`config.mk`:
```
export PLATFORM = sky130hd
export DESIGN_NAME = i2c_master_wbs_top
export DESIGN_NICKNAME = d
export VERILOG_FILES = /design/src/i2c_queue_pkg.sv /design/src/i2c_reg_pkg.sv /design/src/i2c_master_wbs_top.sv /design/src/i2c_write_engine.sv /design/src/i2c_queue_stage.sv /design/src/i2c_host_regs.sv
export VERILOG_INCLUDE_DIRS = /design/src
export SDC_FILE = /design/constraint.sdc
export NUM_CORES = 1
export LEC_CHECK = 0
export ABC_AREA = 1
export BUFFER_PORTS_ARGS = -buffer_cell sky130_fd_sc_hd__buf_2
export CAP_MARGIN = 15
export CELL_PAD_IN_SITES_DETAIL_PLACEMENT = 2
export CELL_PAD_IN_SITES_GLOBAL_PLACEMENT = 2
export CORE_ASPECT_RATIO = 1.2
export CORE_MARGIN = 2
export CORE_UTILIZATION = 30
export DETAILED_ROUTE_END_ITERATION = 8
export HOLD_SLACK_MARGIN = 0.03
export PLACE_DENSITY_LB_ADDON = 0.1
export SYNTH_ARGS = -nofsm -noshare
export SYNTH_HDL_FRONTEND = slang
export SYNTH_SLANG_ARGS = --single-unit
```
`constraint.sdc`:
```
create_clock -name clk -period 3.3 [get_ports clk]
set_input_delay 0.66 -clock clk [delete_from_list [all_inputs] [get_ports clk]]
set_output_delay 0.66 -clock clk [all_outputs]
set_load 0.03 [all_outputs]
```
`src/i2c_defines.svh`:
```
//********************
// Build-time constants of the I2C write master
// Include in any file that needs queue depth or reset prescale
//********************

`ifndef I2C_DEFINES_SVH
`define I2C_DEFINES_SVH

// Number of register stages in the command/data queue, 1 or more
`define I2C_QUEUE_STAGES 4

// Prescale after reset, quarter bit time in clk cycles
`define I2C_DEFAULT_PRESCALE 16'd4

`endif
```
`src/i2c_queue_pkg.sv`:
```
//********************
// Word format of the shared command/data queue
// Tag bit picks the view of the 12-bit payload
//********************

package i2c_queue_pkg;

  typedef logic [6:0] i2c_addr_t;
  typedef logic [7:0] i2c_byte_t;

  // Command view, same bit meaning as the COMMAND register flags
  typedef struct packed {
    i2c_addr_t address;
    logic      start;
    logic      write;
    logic      write_multiple;
    logic      stop;
    logic      pad;
  } q_cmd_t;

  // Data view, last marks the end of a block write
  typedef struct packed {
    i2c_byte_t  data_byte;
    logic       last;
    logic [2:0] pad;
  } q_data_t;

  typedef union packed {
    q_cmd_t  cmd;
    q_data_t data;
  } q_payload_u;

  typedef struct packed {
    logic       is_data;
    q_payload_u payload;
  } q_word_t;

endpackage

```
`src/i2c_reg_pkg.sv`:
```
//********************
// Host side register map of the I2C write master
// Wishbone word types, register addresses, status bit positions
//********************

package i2c_reg_pkg;

  // Wishbone address and data
  typedef logic [2:0]  wb_addr_t;
  typedef logic [15:0] wb_data_t;

  // Byte addresses of the 16-bit registers
  localparam wb_addr_t REG_STATUS   = 3'd0;
  localparam wb_addr_t REG_COMMAND  = 3'd2;
  localparam wb_addr_t REG_DATA     = 3'd4;
  localparam wb_addr_t REG_PRESCALE = 3'd6;

  // Status bits, all others read as zero
  localparam int unsigned ST_BUSY     = 0;
  localparam int unsigned ST_MISS_ACK = 3;
  localparam int unsigned ST_Q_EMPTY  = 8;
  localparam int unsigned ST_Q_FULL   = 9;
  localparam int unsigned ST_Q_OVF    = 10;

  typedef logic [15:0] prescale_t;

endpackage

```
`src/i2c_master_wbs_top.sv`:
```
//********************
// Wishbone slave I2C write master, top level
// Register block feeds a stage chain that feeds the engine
//********************

`timescale 1ns/1ps
`include "i2c_defines.svh"

module i2c_master_wbs_top (
  input  logic                  clk,
  input  logic                  rst,
  input  i2c_reg_pkg::wb_addr_t wbs_adr_i,
  input  i2c_reg_pkg::wb_data_t wbs_dat_i,
  output i2c_reg_pkg::wb_data_t wbs_dat_o,
  input  logic                  wbs_we_i,
  input  logic                  wbs_stb_i,
  input  logic                  wbs_cyc_i,
  output logic                  wbs_ack_o,
  input  logic                  i2c_sda_i,
  output logic                  i2c_scl_o,
  output logic                  i2c_sda_o
);
  import i2c_reg_pkg::*;
  import i2c_queue_pkg::*;

  localparam int N = `I2C_QUEUE_STAGES;

  // Index 0 is the register block, index N the engine input
  q_word_t    chain_word [N+1];
  logic [N:0] chain_valid;
  logic [N:0] chain_ready;
  prescale_t  prescale;
  logic       busy;
  logic       missed_ack;
  logic       q_empty;
  logic       q_full;

  assign q_empty = ~|chain_valid[N:1];
  assign q_full  = ~chain_ready[0];

  i2c_host_regs regs0 (
    .clk, .rst,
    .wbs_adr_i, .wbs_dat_i, .wbs_dat_o, .wbs_we_i, .wbs_stb_i, .wbs_cyc_i, .wbs_ack_o,
    .q_word_o(chain_word[0]), .q_valid_o(chain_valid[0]), .q_ready_i(chain_ready[0]),
    .busy_i(busy), .missed_ack_i(missed_ack), .q_empty_i(q_empty), .q_full_i(q_full),
    .prescale_o(prescale)
  );

  for (genvar k = 0; k < N; k++) begin : g_stage
    i2c_queue_stage stage (
      .clk, .rst,
      .in_word_i(chain_word[k]), .in_valid_i(chain_valid[k]), .in_ready_o(chain_ready[k]),
      .out_word_o(chain_word[k+1]), .out_valid_o(chain_valid[k+1]),
      .out_ready_i(chain_ready[k+1])
    );
  end

  i2c_write_engine engine0 (
    .clk, .rst,
    .q_word_i(chain_word[N]), .q_valid_i(chain_valid[N]), .q_ready_o(chain_ready[N]),
    .prescale_i(prescale), .sda_i(i2c_sda_i), .scl_o(i2c_scl_o), .sda_o(i2c_sda_o),
    .busy_o(busy), .missed_ack_o(missed_ack)
  );

endmodule

```
`src/i2c_write_engine.sv`:
```
//********************
// I2C write sequencer fed from the command/data queue
// Each bit is four quarters of prescale clk cycles
// Drives open-drain scl and sda, high means released
//********************

`timescale 1ns/1ps

module i2c_write_engine (
  input  logic                   clk,
  input  logic                   rst,
  input  i2c_queue_pkg::q_word_t q_word_i,
  input  logic                   q_valid_i,
  output logic                   q_ready_o,
  input  i2c_reg_pkg::prescale_t prescale_i,
  input  logic                   sda_i,
  output logic                   scl_o,
  output logic                   sda_o,
  output logic                   busy_o,
  output logic                   missed_ack_o
);
  import i2c_reg_pkg::*;
  import i2c_queue_pkg::*;

  localparam logic [2:0] S_IDLE      = 3'd0;
  localparam logic [2:0] S_WAIT_DATA = 3'd1;
  localparam logic [2:0] S_START     = 3'd2;
  localparam logic [2:0] S_BIT       = 3'd3;
  localparam logic [2:0] S_ACK       = 3'd4;
  localparam logic [2:0] S_STOP      = 3'd5;

  logic [2:0] state;
  logic [1:0] phase;
  logic [2:0] bit_cnt;
  prescale_t  cnt;
  prescale_t  quarter_len;
  i2c_byte_t  shreg;
  i2c_addr_t  cmd_addr;
  i2c_addr_t  last_addr;
  logic       cmd_wm;
  logic       cmd_stop;
  logic       byte_last;
  logic       is_addr;
  logic       nack;
  logic       bus_held;
  logic       timed;
  logic       tick;
  logic       bit_end;
  logic       need_start;
  logic       scl_d;
  logic       sda_d;

  assign quarter_len = (prescale_i > 16'd1) ? prescale_i - 16'd1 : '0;
  assign timed       = state inside {S_START, S_BIT, S_ACK, S_STOP};
  assign tick        = (cnt == '0);
  assign bit_end     = timed & tick & (phase == 2'd3);
  // Repeated start also when the target changes
  assign need_start  = q_word_i.payload.cmd.start | ~bus_held |
                       (q_word_i.payload.cmd.address != last_addr);
  // Idle also pops stray data words and drops them
  assign q_ready_o   = (state == S_IDLE) | ((state == S_WAIT_DATA) & q_word_i.is_data);
  assign busy_o      = (state != S_IDLE);

  // Line levels per quarter
  always_comb begin
    scl_d = ~bus_held;
    sda_d = ~bus_held;
    case (state)
      S_START: begin
        scl_d = (phase == 2'd1) || (phase == 2'd2);
        sda_d = (phase < 2'd2);
      end
      S_BIT: begin
        scl_d = (phase == 2'd1) || (phase == 2'd2);
        sda_d = shreg[7];
      end
      S_ACK: begin
        scl_d = (phase == 2'd1) || (phase == 2'd2);
        sda_d = 1'b1;
      end
      S_STOP: begin
        scl_d = (phase != 2'd0);
        sda_d = (phase >= 2'd2);
      end
      default: ;
    endcase
  end

  always_ff @(posedge clk) begin
    if (rst) begin
      state        <= S_IDLE;
      phase        <= 2'd0;
      cnt          <= '0;
      bus_held     <= 1'b0;
      missed_ack_o <= 1'b0;
      scl_o        <= 1'b1;
      sda_o        <= 1'b1;
    end else begin
      missed_ack_o <= 1'b0;
      scl_o        <= scl_d;
      sda_o        <= sda_d;
      if (timed) begin
        if (tick) begin
          cnt   <= quarter_len;
          phase <= phase + 2'd1;
        end else begin
          cnt <= cnt - 16'd1;
        end
      end
      case (state)
        S_IDLE: begin
          if (q_valid_i && !q_word_i.is_data) begin
            cmd_addr <= q_word_i.payload.cmd.address;
            cmd_wm   <= q_word_i.payload.cmd.write_multiple;
            cmd_stop <= q_word_i.payload.cmd.stop;
            cnt      <= quarter_len;
            if (q_word_i.payload.cmd.write || q_word_i.payload.cmd.write_multiple) begin
              if (need_start) begin
                state <= S_START;
                // Idle bus already has scl high, skip the first quarter
                phase <= bus_held ? 2'd0 : 2'd1;
              end else begin
                state <= S_WAIT_DATA;
              end
            end else if (q_word_i.payload.cmd.stop && bus_held) begin
              state <= S_STOP;
              phase <= 2'd0;
            end
          end
        end
        S_WAIT_DATA: begin
          if (q_valid_i) begin
            phase <= 2'd0;
            cnt   <= quarter_len;
            if (q_word_i.is_data) begin
              shreg     <= q_word_i.payload.data.data_byte;
              byte_last <= q_word_i.payload.data.last;
              is_addr   <= 1'b0;
              bit_cnt   <= 3'd0;
              state     <= S_BIT;
            end else begin
              // Next command ends this one, it stays queued
              state <= cmd_stop ? S_STOP : S_IDLE;
            end
          end
        end
        S_START: begin
          if (bit_end) begin
            bus_held  <= 1'b1;
            last_addr <= cmd_addr;
            shreg     <= {cmd_addr, 1'b0};
            is_addr   <= 1'b1;
            bit_cnt   <= 3'd0;
            state     <= S_BIT;
          end
        end
        S_BIT: begin
          if (bit_end) begin
            shreg   <= {shreg[6:0], 1'b0};
            bit_cnt <= bit_cnt + 3'd1;
            if (bit_cnt == 3'd7) begin
              state <= S_ACK;
            end
          end
        end
        S_ACK: begin
          // Sample late in the scl high time
          if (tick && phase == 2'd2) begin
            nack <= sda_i;
          end
          if (bit_end) begin
            if (nack) begin
              missed_ack_o <= 1'b1;
              state        <= S_STOP;
            end else if (is_addr || (cmd_wm && !byte_last)) begin
              state <= S_WAIT_DATA;
            end else begin
              state <= cmd_stop ? S_STOP : S_IDLE;
            end
          end
        end
        S_STOP: begin
          if (bit_end) begin
            bus_held <= 1'b0;
            state    <= S_IDLE;
          end
        end
        default: state <= S_IDLE;
      endcase
    end
  end

endmodule

```
`src/i2c_queue_stage.sv`:
```
//********************
// One-entry elastic stage of the command/data queue
// Chain copies back to back for more depth
//********************

`timescale 1ns/1ps

module i2c_queue_stage (
  input  logic                   clk,
  input  logic                   rst,
  input  i2c_queue_pkg::q_word_t in_word_i,
  input  logic                   in_valid_i,
  output logic                   in_ready_o,
  output i2c_queue_pkg::q_word_t out_word_o,
  output logic                   out_valid_o,
  input  logic                   out_ready_i
);

  // Empty, or the held word leaves this cycle
  assign in_ready_o = ~out_valid_o | out_ready_i;

  always_ff @(posedge clk) begin
    if (rst) begin
      out_valid_o <= 1'b0;
    end else if (in_ready_o) begin
      out_valid_o <= in_valid_i;
    end
  end

  always_ff @(posedge clk) begin
    if (in_valid_i && in_ready_o) begin
      out_word_o <= in_word_i;
    end
  end

endmodule

```
`src/i2c_host_regs.sv`:
```
//********************
// Wishbone register block of the I2C write master
// Pushes command and data words into the queue in write order
// Holds prescale and the sticky status bits
//********************

`timescale 1ns/1ps
`include "i2c_defines.svh"

module i2c_host_regs (
  input  logic                   clk,
  input  logic                   rst,
  input  i2c_reg_pkg::wb_addr_t  wbs_adr_i,
  input  i2c_reg_pkg::wb_data_t  wbs_dat_i,
  output i2c_reg_pkg::wb_data_t  wbs_dat_o,
  input  logic                   wbs_we_i,
  input  logic                   wbs_stb_i,
  input  logic                   wbs_cyc_i,
  output logic                   wbs_ack_o,
  output i2c_queue_pkg::q_word_t q_word_o,
  output logic                   q_valid_o,
  input  logic                   q_ready_i,
  input  logic                   busy_i,
  input  logic                   missed_ack_i,
  input  logic                   q_empty_i,
  input  logic                   q_full_i,
  output i2c_reg_pkg::prescale_t prescale_o
);
  import i2c_reg_pkg::*;
  import i2c_queue_pkg::*;

  logic     access;
  logic     wr_access;
  logic     push_req;
  logic     push_ok;
  q_word_t  push_word;
  q_cmd_t   last_cmd;
  wb_data_t rd_data;
  logic     miss_ack;
  logic     q_ovf;

  // New access only while ack is low, so each access acts once
  assign access    = wbs_cyc_i & wbs_stb_i & ~wbs_ack_o;
  assign wr_access = access & wbs_we_i;
  // Slot must be free and stage 0 able to take it next cycle
  assign push_ok   = push_req & q_ready_i & ~q_valid_o;

  // Queue word built straight from the bus data
  always_comb begin
    push_word = '0;
    push_req  = 1'b0;
    if (wr_access && wbs_adr_i == REG_COMMAND) begin
      push_word.is_data                    = 1'b0;
      push_word.payload.cmd.address        = wbs_dat_i[6:0];
      push_word.payload.cmd.start          = wbs_dat_i[8];
      push_word.payload.cmd.write          = wbs_dat_i[10];
      push_word.payload.cmd.write_multiple = wbs_dat_i[11];
      push_word.payload.cmd.stop           = wbs_dat_i[12];
      // Bit 9 is reserved and never counts as a command
      push_req = wbs_dat_i[8] | wbs_dat_i[10] | wbs_dat_i[11] | wbs_dat_i[12];
    end else if (wr_access && wbs_adr_i == REG_DATA) begin
      push_word.is_data                = 1'b1;
      push_word.payload.data.data_byte = wbs_dat_i[7:0];
      push_word.payload.data.last      = wbs_dat_i[9];
      push_req = 1'b1;
    end
  end

  // Read mux
  always_comb begin
    rd_data = '0;
    case (wbs_adr_i)
      REG_STATUS: begin
        rd_data[ST_BUSY]     = busy_i;
        rd_data[ST_MISS_ACK] = miss_ack;
        rd_data[ST_Q_EMPTY]  = q_empty_i;
        rd_data[ST_Q_FULL]   = q_full_i;
        rd_data[ST_Q_OVF]    = q_ovf;
      end
      REG_COMMAND: rd_data = {3'b000, last_cmd.stop, last_cmd.write_multiple,
                              last_cmd.write, 1'b0, last_cmd.start, 1'b0, last_cmd.address};
      REG_PRESCALE: rd_data = prescale_o;
      default: rd_data = '0;
    endcase
  end

  always_ff @(posedge clk) begin
    if (rst) begin
      wbs_ack_o  <= 1'b0;
      q_valid_o  <= 1'b0;
      miss_ack   <= 1'b0;
      q_ovf      <= 1'b0;
      prescale_o <= `I2C_DEFAULT_PRESCALE;
    end else begin
      wbs_ack_o <= access;
      if (q_ready_i) begin
        q_valid_o <= 1'b0;
      end
      if (push_ok) begin
        q_valid_o <= 1'b1;
      end
      // Set wins over a clear in the same cycle
      if (missed_ack_i) begin
        miss_ack <= 1'b1;
      end else if (wr_access && wbs_adr_i == REG_STATUS && wbs_dat_i[ST_MISS_ACK]) begin
        miss_ack <= 1'b0;
      end
      if (push_req && !push_ok) begin
        q_ovf <= 1'b1;
      end else if (wr_access && wbs_adr_i == REG_STATUS && wbs_dat_i[ST_Q_OVF]) begin
        q_ovf <= 1'b0;
      end
      if (wr_access && wbs_adr_i == REG_PRESCALE) begin
        prescale_o <= wbs_dat_i;
      end
    end
  end

  always_ff @(posedge clk) begin
    wbs_dat_o <= (access && !wbs_we_i) ? rd_data : '0;
    if (push_ok) begin
      q_word_o <= push_word;
    end
    // Kept even when no flag is set, for readback
    if (wr_access && wbs_adr_i == REG_COMMAND) begin
      last_cmd <= push_word.payload.cmd;
    end
  end

endmodule

```
==> results of run 1 <==
cells in the mapped netlist, types with 2 or more instances:
cell,number
nand3_4,2
nand4_1,9
nand2_4,5
dfxtp_1,65
buf_2,4
o21ai_0,37
nor2_8,2
a21oi_2,3
nand3_1,49
inv_1,95
nor3_1,9
inv_4,2
nor2_2,6
buf_6,3
buf_4,2
buf_1,2
inv_2,9
nor2_1,70
edfxtp_1,101
a21oi_1,60
o2111ai_1,3
o211ai_1,4
nand2_1,137
nand3b_1,3
o221ai_1,5
xor2_1,11
or2_2,4
nor4_1,3
nor2_4,5
nand2_2,4
o21a_1,2
nand3_2,3
ha_1,8
o22ai_1,7
xnor2_1,2
clkbuf_1,6
sequential cells by signal, indices dropped and copies added, names as in the netlist, 2 cells and up:
register / cells
engine0.state: 3
regs0.q_word_o: 12
g_stage.stage.out_word_o: 48
g_stage.stage.out_valid_o: 4
regs0.prescale_o: 16
engine0.last_addr: 7
regs0.last_cmd: 11
engine0.cmd_addr: 7
engine0.shreg: 8
engine0.cnt: 16
engine0.phase: 2
regs0.wbs_dat_o: 16
engine0.bit_cnt: 3
logic make-up (layout without fill, tap and decap cells):
group | after synthesis | after routing | share of synthesized area
flip-flops | 166 | 166 | 0.591
buffers and inverters | 125 | 193 | 0.0719
adder cells (fa/ha/maj) | 8 | 8 | 0.0137
AO/OA/AOI/OAI | 129 | 129 | 0.101
AND/OR/NAND/NOR | 315 | 315 | 0.207
XOR/XNOR | 13 | 13 | 0.0155
path summary, 6_finish.rpt:
path	start	slack, ps	endpoint	cells past startpoint
setup / recovery	engine0.state[1]$_SDFFE_PP0P_	610	engine0.last_addr[3]$_DFFE_PP_	6
hold reg to reg	g_stage[1].stage.out_word_o[6]$_DFFE_PP_	430	g_stage[2].stage.out_word_o[6]$_DFFE_PP_	0
hold / removal	i2c_sda_i	420	engine0.nack$_DFFE_PP_	1
setup reg to reg	engine0.state[1]$_SDFFE_PP0P_	610	engine0.last_addr[3]$_DFFE_PP_	6
area by class of cell:
class,instances,area [um^2]
fill,2629,15400
sequential,166,4330
multi-input combinational,465,2470
inverter,108,428
clock buffer,17,425
tap,320,400
timing repair buffer,53,290
clock inverter,15,180
layer usage:
| metal | global-route usage | routed length [um] | vias up |
|---|---|---|---|
| met5 | 0 | 11 | - |
| met4 | 0.0647 | 554 | 2 |
| met3 | 0.0298 | 548 | 31 |
| met2 | 0.305 | 10900 | 89 |
| met1 | 0.209 | 9250 | 2693 |
| li1 | - | - | 2646 |
worst max-delay path, stage by stage (launching register included):
cell	delay [ps]
dfxtp_1	670
nand3_2	380
nand3_4	340
nand3_4	110
nor2_2	230
nand2_1	120
nor2_1	460
stage by stage:
| step | hold slack [ps] | area, um^2 | cells | setup WS (ps) |
|---|---|---|---|---|
| 4_1_cts | 402 | 8530 | 1144 | 580 |
| 3_3_place_gp | 403 | 7920 | 1112 | 587 |
| 3_5_place_dp | 408 | 7920 | 1112 | 407 |
| 5_1_grt | 399 | 8530 | 1144 | 399 |
| 6_report | 420 | 8530 | 1144 | 612 |
| 2_1_floorplan | 400 | 7330 | 756 | 904 |
power groups by stage:
| stage | Sequential (mW) | Combinational [mW] | Clock (mW) |
|---|---|---|---|
| finish | 2.49 | 2.09 | 2.04 |
| global route | 2.51 | 2.35 | 2.18 |
| CTS | 2.49 | 2.13 | 2.09 |
| detailed placement | 2.54 | 2.10 | 0 |
| global placement | 2.53 | 2.04 | 0 |
| floorplan | 2.49 | 1.61 | 0 |
==> flow_summary.yaml, run 1 <==
synthesis:
  synth-edff-count: 101
  seq_area_frac_synth: 0.591
  yosysUniqueCellTypes: 50
  synthArstFlopShare: 0
  synth.ff_latch_count: 166
  syn-num-nets: 789
  synth.avg_cell_area_um2: 9.70
  synth_top_area_share: 0.414
  yosysTopAreaCell: "edfxtp_1"
  ys_warn_count: 0
  synth-main-ff-cell: "edfxtp_1"
  synth_area_mm2: 0.00733
  post_synth_inst_count: 756
  synth_area_leaders: "edfxtp_1 (41%), dfxtp_1 (18%), nand2_1 (7.0%)"
power_and_ir_drop:
  combPwrFrac: 0.316
  p_per_area_mw_per_mm2: 776
  p_int_mw: 4.08
  p_sw_frac: 0.383
  finalPower_mw: 6.62
  pwr-share-seq: 0.376
  ir_drop_mv: 0.373
  power.leakage_nw: 3.32
  p_sw_mw: 2.54
  p_clk_frac: 0.308
clock_tree:
  cts-htree-levels: 4
  hold_buffers: 0
  cts_buffer_depth: 2
  cts_tree: "built"
  cts.clk_slew.worst_paths_ps: 70
  clock-sinks: 166
  post_cts_resized: 0
  post_cts_buffers: 0
  numCtsBuffers: 17
  clock_latency_ps: 430
  cts_root_buffer: "clkbuf_16"
sta:
  setup_viol: 0
  clock.fmax_mhz: 372
  fin_crit_ps: 2690
  grt_setup_unrepaired: "false"
  skew_ps: 19.2
  max_slew_margin: 0.614
  fin_setup_tns_ps: 0
  hold_violations: 0
  slew_viol_final: 0
  finalCritPeriodShare: 0.815
  max_slew.worst_pin.slew_ps: 574
grt:
  overflow: 0
  antenna_found_initial: 1
  grt_max_degree: 29
  grt_pass1_wl_um: 34000
  grt_usage: 0.172
  grt_pass1_vias: 5993
final_layout:
  layout_common_cells: "nand2_1 (137), edfxtp_1 (101), inv_1 (95)"
  mostFrequentLayoutCell: "nand2_1"
  drive_above_1_share: 0.166
  area_delta_synth_final_pct: 16.3
  antenna_cells: 0
  final_net_count: 844
  fin_util: 0.356
critical_path:
  cp.arrival_ps: 2740
  worstPathMaxFanout: 14
  worst_setup_path_start_kind: "flop"
  critPathRequiredTime_ps: 3360
  crit_path_end_kind: "flop"
  criticalPathCategory: "flop to flop"
drt:
  via_count: 5461
  final_antenna_net_count: 0
  drc: 0
  drtIter0Drc: 162
  firstDrtPassIters: 4
  vias_per_cell: 4.77
  wl_um: 21300
  wl_per_cell_um: 18.6
floorplan:
  die_w_um: 147
  fp-row-count: 62
  die_y_um: 175
  initial_core_util: 0.306
  coreArea_mm2: 0.0240
  boundaryPins: 44
  die_area_mm2: 0.0257
flow_run:
  maxCapViolCount: 0
placement:
  post-dp-hpwl_um: 16500
  gp_congestion: 0.950
  port-buffer-count: 43
status:
  outcome: "finished, final reports clean"
worst_hold_path:
  hold_class: "input pin to flop"
Power figures use the tool's default switching activity.
==> inputs of run 2 (changes only) <==
- ABC_AREA: 1 -> 0
- clock period: 3.3 -> 2.2 ns (I/O delays scaled with it)
==> run 2 against run 1 <==
Register-to-register slack worse by 540 ps; clock skew fell by 5.8 ps; worst setup slack worse by 540 ps; critical endpoint is now engine0.nack$_DFFE_PP_; die area decreased by 3.8%; sequential share of layout area down 1.1 points; fmax rose by 26%; via count fell by 8.0%.
==> flow_summary.yaml, run 2 <==
status:
  outcome: "finished, final reports clean"
critical_path:
  worst-path-buf-inv: 1
  worstPathMaxFanout: 4
  critPathRequiredTime_ps: 2350
  r2r_slack_ps: 70
  criticalPathCategory: "flop to flop"
  cpPeakStageDelay_ps: 560
  rr_startpoint: "engine0.cnt[13]$_SDFF_PP0_"
  worst_setup_path_start_kind: "flop"
  slowest_stage: "or4_4"
  cp.arrival_ps: 2280
  crit_path_end_kind: "flop"
  rr_worst_depth: 5
  cp_top_family: "simple AND/OR/NAND/NOR gates"
  r2r-end: "engine0.nack$_DFFE_PP_"
  worstPathCellList: "or4_4 > buf_4 > or3_4 > nor3_4 > and3_1"
clock_tree:
  cts.clk_slew.worst_paths_ps: 70
  cts-htree-levels: 4
  cts_root_buffer: "clkbuf_16"
  numCtsBuffers: 17
  cts_tree: "built"
  clock_latency_ps: 430
  cts_buffer_depth: 2
  hold_buffers: 0
  clock-sinks: 166
final_layout:
  final_net_count: 724
  fin_cells: 1019
  area_delta_synth_final_pct: 23.8
  regMostFlops: "g_stage.stage.out_word_o"
  design_area_mm2: 0.00872
  fin_util: 0.377
  drive_above_1_share: 0.232
  layout_common_cells: "edfxtp_1 (101), nor2_1 (69), dfxtp_1 (65)"
  mostFrequentLayoutCell: "edfxtp_1"
  largest_reg_flops: 48
  antenna_cells: 0
drt:
  wl_um: 20600
  wl_per_cell_um: 20.2
  vias_per_cell: 4.93
  drtIter0Drc: 171
  final_antenna_net_count: 0
  drc: 0
  firstDrtPassIters: 4
  via_count: 5022
flow_run:
  maxCapViolCount: 0
floorplan:
  initial_core_util: 0.305
  coreArea_mm2: 0.0231
  die_w_um: 144
  die_y_um: 172
  boundaryPins: 44
  die_area_mm2: 0.0247
  fp-row-count: 61
synthesis:
  yosysMostFrequentCell: "edfxtp_1"
  yosysUniqueCellTypes: 55
  syn-num-nets: 633
  synth_common_cells: "edfxtp_1 (101), nor2_1 (69), dfxtp_1 (65), a21oi_1 (44), mux2i_1 (37)"
  synth-edff-count: 101
  synth_area_leaders: "edfxtp_1 (43%), dfxtp_1 (18%), mux2i_1 (5.3%)"
  ys_warn_count: 0
  seq_area_frac_synth: 0.615
  synth-main-ff-cell: "edfxtp_1"
  synth.avg_cell_area_um2: 11.7
  synth_area_mm2: 0.00705
  synth.ff_latch_count: 166
  post_synth_inst_count: 600
  yosysTopAreaCell: "edfxtp_1"
  synthArstFlopShare: 0
  synth_top_area_share: 0.430
grt:
  grt_max_degree: 34
  busiest_layer: "met2"
  grt_usage: 0.175
  grt_pass1_wl_um: 32400
  antenna_found_initial: 0
  grt_use_met2: 0.327
  grt_pass1_vias: 5618
  grtUsageMet1: 0.209
  grt_util_met3: 0.0324
  overflow: 0
sta:
  hold_violations: 0
  setup_viol: 0
  finalCritPeriodShare: 0.969
  max_slew.worst_pin.slew_ps: 992
  clock.fmax_mhz: 469
  fin_crit_ps: 2130
  slew_viol_final: 0
  fin_setup_tns_ps: 0
  skew_ps: 13.4
  max_slew_margin: 0.337
worst_hold_path:
  worstHoldEndpoint: "engine0.nack$_DFFE_PP_"
  hold_depth: 1
  hold_start: "i2c_sda_i"
  hold_class: "input pin to flop"
placement:
  post-dp-hpwl_um: 15500
  placed_area_mm2: 0.00805
  gp_congestion: 0.825
  placed_cells: 987
  port-buffer-count: 43
power_and_ir_drop:
  power.leakage_nw: 3.23
  ir_drop_mv: 0.669
  p_per_area_mw_per_mm2: 1030
  finalPower_mw: 8.96
-- run 2: repair_timing --
| action | in CTS | in global routing |
|---|---|---|
| setup buffers | 0 | 0 |
| gates cloned | 0 | 0 |
| resized for setup | 2 | 12 |
| setup endpoints to repair | 12 | 31 |
-- run 2: cells by family after synthesis --
group,after synthesis,synth area share
AND/OR/NAND/NOR,208,0.154
flip-flops,166,0.615
buffers and inverters,44,0.0245
multiplexers,37,0.0525
AO/OA/AOI/OAI,109,0.104
XOR/XNOR,28,0.0359
adder cells (fa/ha/maj),8,0.0142
-- run 2: layer usage --
metal  wire length [um]  share of wire  vias to the layer above
met5                  0              0                        -
met3                440          0.021                        8
met2              11100           0.54                       67
li1                   -              -                     2398
met4                129         0.0063                        0
met1               8910           0.43                     2549
-- run 2: area by class of cell --
cell class | instances | area (um^2)
inverters | 17 | 63.8
fillers | 2440 | 14400
multi-input cells | 390 | 2640
clock buffers | 18 | 429
flip-flops and latches | 166 | 4330
well taps | 315 | 394
clock inverters | 14 | 186
repair buffers | 99 | 673
-- run 2: worst register-to-register path, stage by stage, from the launching register on --
cell and delay, ps:
dfxtp_1 330, or4_4 560, buf_4 170, or3_4 370, nor3_4 240, and3_1 190
-- run 2: worst max path at each step --
stage                                           startpoint                               end  cells past startpoint
after global placement           engine0.cnt[0]$_SDFF_PP0_        engine0.shreg[1]$_DFFE_PP_                      8
final                           engine0.cnt[13]$_SDFF_PP0_            engine0.nack$_DFFE_PP_                      5
after global routing             engine0.cnt[1]$_SDFF_PP0_     engine0.state[0]$_SDFFE_PP0P_                      8
after CTS                 regs0.prescale_o[0]$_SDFFE_PP0P_        engine0.cnt[13]$_SDFF_PP0_                      5
after floorplan                 engine0.cnt[13]$_SDFF_PP0_  engine0.bit_cnt[0]$_SDFFCE_PP0P_                      6
after detailed placement         engine0.cnt[1]$_SDFF_PP0_        engine0.shreg[2]$_DFFE_PP_                      8
-- run 2: power by group --
group	switching, mW	internal [mW]	leakage, nW
combinational	1.22	0.993	1.55
clock	1.41	1.73	0.291
sequential	0.169	3.43	1.39
total	2.80	6.16	3.23
-- run 2: metrics by stage --
step	hold slack (ps)	worst slack [ps]
after global placement	404	40.7
after CTS	167	6.92
final	190	67.4
after global routing	169	-8.28
after floorplan	400	-87.3
after detailed placement	407	-36.9
